==> src/hdl/join_ctrl_pkg.sv <==
`default_nettype none

package join_ctrl_pkg;

  // Operation state of the joiner
  // idle  waits for a start command
  // run   moves packets from the selected channels
  // done  complete pulse in the cycle after the final beat left
  // fault error pulse in the cycle after a start with an empty mask
  typedef enum logic [1:0] {
    op_idle  = 2'd0,
    op_run   = 2'd1,
    op_done  = 2'd2,
    op_fault = 2'd3
  } op_state_t;

endpackage

`default_nettype wire

==> src/hdl/join_cfg_pkg.sv <==
`default_nettype none

package join_cfg_pkg;

  // Number of input streams feeding the joiner
  localparam int num_channels = 4;

  // Beat payload
  localparam int data_width = 32;
  localparam int keep_width = data_width / 8;

  // Encoded channel number, wide enough for num_channels
  localparam int chan_idx_width = $clog2(num_channels);

endpackage

`default_nettype wire
==> src/hdl/stream_if.sv <==
`timescale 1ns/1ps
`default_nettype none

// Ready/valid beat stream with data and byte keep
interface stream_if import join_cfg_pkg::*; ();
  logic [data_width-1:0] tdata;
  logic [keep_width-1:0] tkeep;
  logic                  tvalid;
  logic                  tready;
  logic                  tlast;
  // Beat belongs to the last packet of the operation
  logic                  final_tag;

  modport source (
    output tdata, tkeep, tvalid, tlast, final_tag,
    input  tready
  );

  modport sink (
    input  tdata, tkeep, tvalid, tlast, final_tag,
    output tready
  );
endinterface

// Request/grant link between the joiner control and its arbiter
interface arb_if import join_cfg_pkg::*; ();
  logic [num_channels-1:0]   request;
  // One-hot marker of the last beat accepted from the granted channel
  logic [num_channels-1:0]   acknowledge;
  logic [num_channels-1:0]   grant;
  logic                      grant_valid;
  logic [chan_idx_width-1:0] grant_index;

  modport requester (
    output request, acknowledge,
    input  grant, grant_valid, grant_index
  );

  modport arbiter (
    input  request, acknowledge,
    output grant, grant_valid, grant_index
  );
endinterface

`default_nettype wire

==> src/hdl/joiner_top.sv <==
`timescale 1ns/1ps
`default_nettype none

module joiner_top import join_cfg_pkg::*; (
  input  logic                               clk,
  input  logic                               int_rst,
  input  logic                               abort,
  input  logic                               start,
  input  logic [num_channels-1:0]            use_mask,
  output logic                               busy,
  output logic                               complete,
  output logic                               error,
  output logic                               beat_sent,

  input  logic [num_channels*data_width-1:0] in_tdata,
  input  logic [num_channels*keep_width-1:0] in_tkeep,
  input  logic [num_channels-1:0]            in_tvalid,
  output logic [num_channels-1:0]            in_tready,
  input  logic [num_channels-1:0]            in_tlast,

  output logic [data_width-1:0]              out_tdata,
  output logic [keep_width-1:0]              out_tkeep,
  output logic                               out_tvalid,
  input  logic                               out_tready,
  output logic                               out_tlast
);

  stream_if in_s [num_channels] ();
  stream_if out_s ();

  // Unpack per-channel vectors onto the input streams
  for (genvar g = 0; g < num_channels; g++) begin : g_map
    assign in_s[g].tdata     = in_tdata[g*data_width +: data_width];
    assign in_s[g].tkeep     = in_tkeep[g*keep_width +: keep_width];
    assign in_s[g].tvalid    = in_tvalid[g];
    assign in_s[g].tlast     = in_tlast[g];
    assign in_s[g].final_tag = 1'b0;
    assign in_tready[g]      = in_s[g].tready;
  end

  assign out_tdata    = out_s.tdata;
  assign out_tkeep    = out_s.tkeep;
  assign out_tvalid   = out_s.tvalid;
  assign out_tlast    = out_s.tlast;
  assign out_s.tready = out_tready;

  packet_joiner u_joiner (
    .clk       (clk),
    .int_rst   (int_rst),
    .abort     (abort),
    .start     (start),
    .use_mask  (use_mask),
    .busy      (busy),
    .complete  (complete),
    .error     (error),
    .beat_sent (beat_sent),
    .ins       (in_s),
    .out       (out_s)
  );

endmodule

`default_nettype wire

==> src/hdl/packet_joiner.sv <==
`timescale 1ns/1ps
`default_nettype none

module packet_joiner import join_cfg_pkg::*; import join_ctrl_pkg::*; (
  input  logic                    clk,
  input  logic                    int_rst,
  input  logic                    abort,
  input  logic                    start,
  input  logic [num_channels-1:0] use_mask,
  output logic                    busy,
  output logic                    complete,
  output logic                    error,
  output logic                    beat_sent,
  stream_if.sink                  ins [num_channels],
  stream_if.source                out
);

  arb_if    arb ();
  stream_if mux_out ();

  op_state_t               state;
  logic [num_channels-1:0] remaining;
  logic [num_channels-1:0] ack;
  logic                    final_flag;
  logic                    mux_enable;
  logic                    mux_rst;
  logic                    out_fire;
  logic                    last_fire;

  // Last beat of the granted channel taken by the mux
  for (genvar g = 0; g < num_channels; g++) begin : g_ack
    assign ack[g] = arb.grant[g] && ins[g].tvalid && ins[g].tready && ins[g].tlast;
  end

  assign arb.request     = remaining;
  assign arb.acknowledge = ack;

  // Nothing left once the current channel finishes
  assign final_flag = (remaining & ~ack) == '0;

  assign mux_enable = arb.grant_valid && (state == op_run) && !abort;
  assign mux_rst    = int_rst || abort;

  channel_arbiter u_arbiter (
    .clk     (clk),
    .int_rst (int_rst),
    .clear   (abort),
    .arb     (arb)
  );

  stream_select_mux u_mux (
    .clk        (clk),
    .int_rst    (mux_rst),
    .enable     (mux_enable),
    .select     (arb.grant_index),
    .final_flag (final_flag),
    .ins        (ins),
    .out        (mux_out)
  );

  // Output stage marks tlast only on the final packet of the operation
  assign out.tdata      = mux_out.tdata;
  assign out.tkeep      = mux_out.tkeep;
  assign out.tvalid     = mux_out.tvalid;
  assign out.tlast      = mux_out.tlast && mux_out.final_tag;
  assign out.final_tag  = mux_out.final_tag;
  assign mux_out.tready = out.tready;

  assign out_fire  = mux_out.tvalid && out.tready;
  assign last_fire = out_fire && mux_out.tlast && mux_out.final_tag;

  always_ff @(posedge clk) begin
    if (int_rst || abort) begin
      state     <= op_idle;
      remaining <= '0;
    end else begin
      case (state)
        op_idle, op_done: begin
          if (start && (use_mask != '0)) begin
            state     <= op_run;
            remaining <= use_mask;
          end else if (start) begin
            state <= op_fault;
          end else begin
            state <= op_idle;
          end
        end
        op_run: begin
          remaining <= remaining & ~ack;
          if (last_fire) begin
            state <= op_done;
          end
        end
        default: begin
          state <= op_idle;
        end
      endcase
    end
  end

  // Status straight from the state
  assign busy     = (state == op_run);
  assign complete = (state == op_done);
  assign error    = (state == op_fault);

  always_ff @(posedge clk) begin
    if (int_rst) begin
      beat_sent <= 1'b0;
    end else begin
      beat_sent <= out_fire;
    end
  end

  a_status_excl: assert property (
    @(posedge clk) disable iff (int_rst)
    !(complete && error)
  );

endmodule

`default_nettype wire

==> src/hdl/stream_select_mux.sv <==
`timescale 1ns/1ps
`default_nettype none

module stream_select_mux import join_cfg_pkg::*; (
  input logic                      clk,
  input logic                      int_rst,
  input logic                      enable,
  input logic [chan_idx_width-1:0] select,
  input logic                      final_flag,
  stream_if.sink                   ins [num_channels],
  stream_if.source                 out
);

  logic [data_width-1:0]   in_data [num_channels];
  logic [keep_width-1:0]   in_keep [num_channels];
  logic [num_channels-1:0] in_valid;
  logic [num_channels-1:0] in_last;

  logic                    slot_free;
  logic                    take;

  logic                    valid_q;
  logic [data_width-1:0]   data_q;
  logic [keep_width-1:0]   keep_q;
  logic                    last_q;
  logic                    tag_q;

  // Output register is empty or drains this cycle
  assign slot_free = !valid_q || out.tready;
  assign take      = enable && in_valid[select] && slot_free;

  for (genvar g = 0; g < num_channels; g++) begin : g_in
    assign in_data[g]  = ins[g].tdata;
    assign in_keep[g]  = ins[g].tkeep;
    assign in_valid[g] = ins[g].tvalid;
    assign in_last[g]  = ins[g].tlast;

    // Only the selected channel sees ready
    assign ins[g].tready = enable && (select == chan_idx_width'(g)) && slot_free;
  end

  always_ff @(posedge clk) begin
    if (int_rst) begin
      valid_q <= 1'b0;
    end else if (take) begin
      valid_q <= 1'b1;
    end else if (out.tready) begin
      valid_q <= 1'b0;
    end
  end

  // Payload only moves on an accepted input beat
  always_ff @(posedge clk) begin
    if (take) begin
      data_q <= in_data[select];
      keep_q <= in_keep[select];
      last_q <= in_last[select];
      tag_q  <= final_flag;
    end
  end

  assign out.tvalid    = valid_q;
  assign out.tdata     = data_q;
  assign out.tkeep     = keep_q;
  assign out.tlast     = last_q;
  assign out.final_tag = tag_q;

  // Stalled output beat must hold until accepted
  a_out_stable: assert property (
    @(posedge clk) disable iff (int_rst)
    (out.tvalid && !out.tready)
      |=> (out.tvalid && $stable(out.tdata) && $stable(out.tkeep)
           && $stable(out.tlast) && $stable(out.final_tag))
  );

endmodule

`default_nettype wire

==> src/hdl/channel_arbiter.sv <==
`timescale 1ns/1ps
`default_nettype none

module channel_arbiter import join_cfg_pkg::*; (
  input logic   clk,
  input logic   int_rst,
  input logic   clear,
  arb_if.arbiter arb
);

  logic [num_channels-1:0]   grant_q;
  logic [chan_idx_width-1:0] index_q;
  logic [num_channels-1:0]   pending;
  logic [num_channels-1:0]   next_grant;
  logic                      grant_free;

  // Isolate the lowest set bit
  function automatic logic [num_channels-1:0] lowest_bit(
    input logic [num_channels-1:0] req
  );
    return req & (~req + 1'b1);
  endfunction

  function automatic logic [chan_idx_width-1:0] encode(
    input logic [num_channels-1:0] onehot
  );
    logic [chan_idx_width-1:0] idx;
    idx = '0;
    for (int i = 0; i < num_channels; i++) begin
      if (onehot[i]) begin
        idx = i[chan_idx_width-1:0];
      end
    end
    return idx;
  endfunction

  // An acknowledged channel drops out of the candidates right away,
  // so the next packet follows without a bubble
  assign pending    = arb.request & ~arb.acknowledge;
  assign next_grant = lowest_bit(pending);
  assign grant_free = (grant_q == '0) || ((arb.acknowledge & grant_q) != '0);

  always_ff @(posedge clk) begin
    if (int_rst || clear) begin
      grant_q <= '0;
      index_q <= '0;
    end else if (grant_free) begin
      grant_q <= next_grant;
      index_q <= encode(next_grant);
    end
  end

  assign arb.grant       = grant_q;
  assign arb.grant_valid = |grant_q;
  assign arb.grant_index = index_q;

  a_grant_onehot: assert property (
    @(posedge clk) disable iff (int_rst)
    $onehot0(arb.grant)
  );

  // Granted packet is never interleaved with another channel
  a_grant_held: assert property (
    @(posedge clk) disable iff (int_rst)
    (arb.grant_valid && !clear && ((arb.acknowledge & arb.grant) == '0))
      |=> (arb.grant == $past(arb.grant))
  );

endmodule

`default_nettype wire

==> config.mk <==
export PLATFORM = sky130hd
export DESIGN_NAME = joiner_top
export DESIGN_NICKNAME = d
export VERILOG_FILES = /design/src/hdl/join_ctrl_pkg.sv /design/src/hdl/join_cfg_pkg.sv /design/src/hdl/stream_if.sv /design/src/hdl/joiner_top.sv /design/src/hdl/packet_joiner.sv /design/src/hdl/stream_select_mux.sv /design/src/hdl/channel_arbiter.sv
export SDC_FILE = /design/constraint.sdc
export NUM_CORES = 1
export LEC_CHECK = 0
export BUFFER_PORTS_ARGS = -buffer_cell sky130_fd_sc_hd__buf_2
export CORE_AREA = 2 2 90 92
export CTS_BUF_LIST = sky130_fd_sc_hd__clkbuf_16
export CTS_CLUSTER_DIAMETER = 80
export DETAILED_ROUTE_END_ITERATION = 7
export DIE_AREA = 0 0 92 94
export PLACE_DENSITY = 0.87
export SLEW_MARGIN = 20
export SYNTH_ARGS = -nofsm -noshare
export SYNTH_HDL_FRONTEND = slang
export SYNTH_HIERARCHICAL = 1
export SYNTH_SLANG_ARGS = --single-unit
==> constraint.sdc <==
create_clock -name clk -period 10.2 [get_ports clk]
set_input_delay 3.06 -clock clk [delete_from_list [all_inputs] [get_ports clk]]
set_output_delay 3.06 -clock clk [all_outputs]
set_load 0.02 [all_outputs]
==> results of run 1 <==
## state kept, by name (all words and copies together) (netlist names)
register and cells:
u_joiner/u_mux/out.final_tag 1, u_joiner/beat_sent 1, u_joiner/u_mux/out.tlast 1, u_joiner/arb.request 4
u_joiner/u_mux/out.tkeep 4, u_joiner/state 2, u_joiner/u_mux/out.tvalid 1, u_joiner/u_arbiter/arb.grant 4
u_joiner/u_mux/out.tdata 32, u_joiner/u_arbiter/arb.grant_index 2
## power groups by stage
stage	clock network (uW)	logic [uW]	registers (uW)
after floorplan	0	29.3	235
after global placement	0	60.3	237
after detailed placement	0	63.5	237
after CTS	167	63.8	232
after global routing	178	68.7	232
final	162	63.7	232
## metrics by stage
| stage | total power [uW] | hold WS (ps) |
|---|---|---|
| 3_3_place_gp | 297 | 476 |
| 3_5_place_dp | 300 | 485 |
| 6_report | 458 | 493 |
| 2_1_floorplan | 264 | 435 |
| 5_1_grt | 479 | 531 |
| 4_1_cts | 463 | 495 |
## worst paths after layout
check	cells past startpoint	end
hold / removal	2	u_joiner/beat_sent
hold reg to reg	2	u_joiner/beat_sent
setup reg to reg	4	u_joiner/u_mux/out.tdata[8]
setup / recovery	5	in_tready[1]
## final cells by class
type	instances	area share
clock inverter	3	0.00479
clock buffer	5	0.0300
tap	102	0.0306
timing repair buffer	207	0.249
sequential	52	0.341
inverter	6	0.00539
multi-input combinational	117	0.340
## routing by layer
metal	up-vias	routed length, microns
met2	131	5070
met1	1274	3250
li1	1200	-
met4	0	110
met3	14	703
met5	-	0
## cells in the final DEF, fill, tap and decap left out, types with 2 or more instances in the layout
cell type and n:
inv_1 7, nor2_1 3, nor3_1 2, edfxtp_1 38, clkbuf_16 5, nand4_1 8
nand2b_1 5, a22oi_1 2, o211ai_1 4, nand2_1 9, mux4_2 37, a21oi_1 6
dfxtp_2 2, dfxtp_1 12, a32oi_1 4, mux2i_1 5, nor3b_1 6, o41ai_2 2
nor2b_1 4, buf_2 206
## worst max-delay path, cell delays in order
cell and delay, ps:
buf_2 140, nor3b_1 390, nand2_1 230, nor3b_1 330
buf_2 230
==> impl_metrics.csv, run 1 <==
group,metric,value,unit
status,outcome,"finished clean",
floorplan,die_w,92,microns
yosys,syn_avg_cell_area,15.5,sq um
worst_setup_path,rr_startpoint,"u_joiner/u_arbiter/arb.grant_index[0]",
clock_network,cts_buffers,5,
layout,fillCellCount,622,
clock_network,ctsResizeCount,0,
global_route,use_met3,0.0498,
global_route,grt_use_met1,0.227,
timing,tns,0,ps
global_route,grt-busiest-layer,"met2",
drt,drc,0,
worst_setup_path,ff2ff_setup_slack,7310,ps
drt,avgRoutedWirePerCell,18.6,microns
floorplan,io_pins,207,
hold_path,hp-class,"reg -> reg",
clock_network,hold_buffers,0,
layout,syn_to_final_growth,39.9,%
timing,max_clock_freq,134,MHz
worst_setup_path,critPathCaptureType,"output port",
pwr,switching_share,0.215,
yosys,yosysWarnings,6,
layout,antennaDiodeCount,0,
clock_network,htreeDepth,2,
yosys,synth_area,0.00299,sq mm
pwr,internal-power,360,uW
timing,slew_headroom,0.307,
placement,place_ws,2790,ps
drt,drt_iter0_drc,111,
pwr,pwr-share-seq,0.507,
yosys,syn-instance-count,192,
floorplan,core,0.00761,sq mm
timing,rsz0062_at_grt,"false",
drt,dr.pass1.iters,5,
layout,fin_util,0.549,
global_route,grtUsageTotal,0.202,
timing,worst_pin_slew,1040,ps
floorplan,die_h,94,microns
worst_setup_path,cp_max_fo,7,
clock_network,path_clk_slew,60,ps
timing,setup_violations,0,
layout,multi_input_area,0.00142,sq mm
worst_setup_path,arrival,4380,ps
floorplan,dieArea,0.00865,sq mm
clock_network,clock-sinks,52,
pwr,p_per_area,110,mW/mm^2
timing,worst_slack,2760,ps
global_route,grt_pass1_wl,13600,microns
hold_path,hold_start,"u_joiner/u_mux/out.tvalid",
timing,fin_crit_sh,0.730,
pwr,p_sw,98.3,uW
clock_network,clk-insertion-delay-late,280,ps
clock_network,cts_root_buf,"clkbuf_16",
drt,viasPerCell,5.32,
placement,placed_area,0.00403,sq mm
drt,vias,2619,
pwr,clock_power_share,0.354,
job,drv_cap,0,
worst_setup_path,critPathKind,"in -> out",
floorplan,rows,32,
clock_network,cts_buffer_depth,2,
worst_setup_path,cp.required,7140,ps
layout,drive_gt1_frac,0.672,
worst_setup_path,start_kind,"primary input",
timing,report.final.hold_viol_count,0,
placement,dpl.cell_count,484,
timing,period_needed,7440,ps
clock_network,cts_setup_buffers,0,
worst_setup_path,cp-startpoint,"abort",
drt,ant_nets,0,
placement,hpwl,7490,microns
global_route,grt_overflow_total,0,
pwr,p_leak,0.00174,uW
clock_network,cts_tree,"built",
drt,drt-total-wl,9130,microns
layout,instances_no_fill,492,
global_route,antenna_found_initial,0,
floorplan,start_util,0.392,
placement,numPortBuffers,206,
layout,nets,550,
layout,register_area,0.00142,sq mm
timing,drv_slew,0,
pwr,comb_power_share,0.139,
global_route,grt_pass1_vias,2664,
pwr,ir_drop,0.0625,mV
global_route,met2_usage,0.384,
global_route,grt_max_degree,46,
placement,place.gp.congestion,0.876,
timing,finalClockSkew,4.02,ps
layout,postLayoutCellArea,0.00418,sq mm
yosys,synth_nets,353,
No activity file was read; power rests on OpenSTA's default activity.
==> run 2, diff against run 1 <==
- clock period: 10.2 -> 7.5 ns (I/O delays scaled with it)
==> impl_metrics.csv, run 2 (synthesized netlist as in run 1, its figures left out) <==
group,metric,value,unit
status,outcome,"finished clean",
timing,max_clock_freq,169,MHz
clock_network,htreeDepth,2,
drt,ant_nets,0,
drt,avgRoutedWirePerCell,18.6,microns
layout,syn_to_final_growth,41.2,%
floorplan,die_w,92,microns
timing,slew_headroom,0.300,
timing,finalClockSkew,7.20,ps
global_route,grt_max_degree,46,
placement,placed_area,0.00403,sq mm
layout,drive_gt1_frac,0.674,
drt,drt-total-wl,9130,microns
clock_network,cts_setup_buffers,0,
timing,fin_crit_sh,0.788,
timing,rsz0062_at_grt,"false",
floorplan,rows,32,
clock_network,ctsResizeCount,0,
timing,worst_pin_slew,1050,ps
pwr,p_leak,0.00176,uW
pwr,switching_share,0.189,
pwr,p_per_area,163,mW/mm^2
pwr,internal-power,556,uW
worst_setup_path,cp-startpoint,"abort",
pwr,clock_power_share,0.412,
worst_setup_path,cp.required,5250,ps
drt,drt_iter0_drc,127,
worst_setup_path,arrival,3660,ps
clock_network,cts_tree,"built",
floorplan,io_pins,207,
job,drv_cap,0,
layout,fillCellCount,639,
worst_setup_path,critPathCaptureType,"output port",
timing,worst_hold_slack,485,ps
worst_setup_path,cp_max_fo,7,
layout,antennaDiodeCount,0,
hold_path,hold_start,"u_joiner/u_mux/out.tvalid",
timing,worst_slack,1590,ps
floorplan,dieArea,0.00865,sq mm
pwr,ir_drop,0.0891,mV
floorplan,start_util,0.392,
clock_network,clk-insertion-delay-late,280,ps
layout,final_cell_mix,"buf_2, edfxtp_1, mux4_2, dfxtp_1, nand2_1",
pwr,p_sw,130,uW
global_route,antenna_found_initial,0,
drt,dr.pass1.iters,4,
layout,fin_util,0.554,
global_route,grt_pass1_wl,13600,microns
clock_network,cts_buffer_depth,2,
layout,register_area,0.00142,sq mm
placement,place_ws,1640,ps
clock_network,cts_buffers,5,
worst_setup_path,rr_startpoint,"u_joiner/u_arbiter/arb.grant[0]",
placement,numPortBuffers,206,
drt,vias,2643,
layout,largest_reg_flops,32,
global_route,grtUsageTotal,0.203,
timing,setup_violations,0,
worst_setup_path,start_kind,"primary input",
pwr,comb_power_share,0.128,
global_route,grt_overflow_total,0,
placement,hpwl,7390,microns
hold_path,hp-class,"reg -> reg",
layout,nets,550,
clock_network,hold_buffers,0,
layout,final_common_cell,"buf_2",
clock_network,clock-sinks,52,
global_route,grt_pass1_vias,2691,
pwr,pwr-share-seq,0.460,
timing,drv_slew,0,
timing,period_needed,5910,ps
floorplan,core,0.00761,sq mm
timing,tns,0,ps
timing,report.final.hold_viol_count,0,
clock_network,cts_root_buf,"clkbuf_16",
clock_network,path_clk_slew,60,ps
layout,postLayoutCellArea,0.00422,sq mm
worst_setup_path,critPathKind,"in -> out",
layout,multi_input_area,0.00142,sq mm
placement,place.gp.congestion,0.904,
floorplan,die_h,94,microns
drt,drc,0,
drt,viasPerCell,5.38,
run 2: layer usage:
| layer | track usage | vias up | share of wire |
|---|---|---|---|
| met5 | 0 | - | 0 |
| met4 | 0.0510 | 0 | 0.011 |
| met3 | 0.0377 | 10 | 0.069 |
| met2 | 0.389 | 132 | 0.56 |
| met1 | 0.232 | 1303 | 0.36 |
| li1 | - | 1198 | - |
run 2: final cells by class:
class | count | area share
Clock buffer | 5 | 0.0297
Clock inverter | 2 | 0.0142
Inverter | 6 | 0.00534
Multi-Input combinational cell | 117 | 0.336
Sequential cell | 52 | 0.338
Tap cell | 102 | 0.0303
Timing Repair Buffer | 207 | 0.246
run 2: power by group through the flow:
| stage | registers (uW) | logic (uW) | clock network (uW) |
|---|---|---|---|
| final | 315 | 87.8 | 282 |
| after global routing | 315 | 94.5 | 301 |
| after CTS | 315 | 87.9 | 290 |
| after detailed placement | 321 | 87.2 | 0 |
| after global placement | 321 | 83.0 | 0 |
| after floorplan | 319 | 39.8 | 0 |
run 2: worst paths after layout:
kind	endpoint	slack [ps]	cells after the start
worst max-delay path	in_tready[1]	1590	5
worst min-delay path	u_joiner/beat_sent	490	2
worst max register to register	u_joiner/u_arbiter/arb.grant[3]	4650	9
worst min register to register	u_joiner/beat_sent	490	2
run 2: critical path: stages:
cell and delay, ps:
buf_2 140, nor3b_1 420, nand2_1 250, nor3b_1 360
buf_2 230
run 2: through the flow:
step                      power [uW]  instances
after floorplan                  359        192
after global placement           404        484
after detailed placement         408        484
after CTS                        692        491
after global routing             711        491
final                            685        491
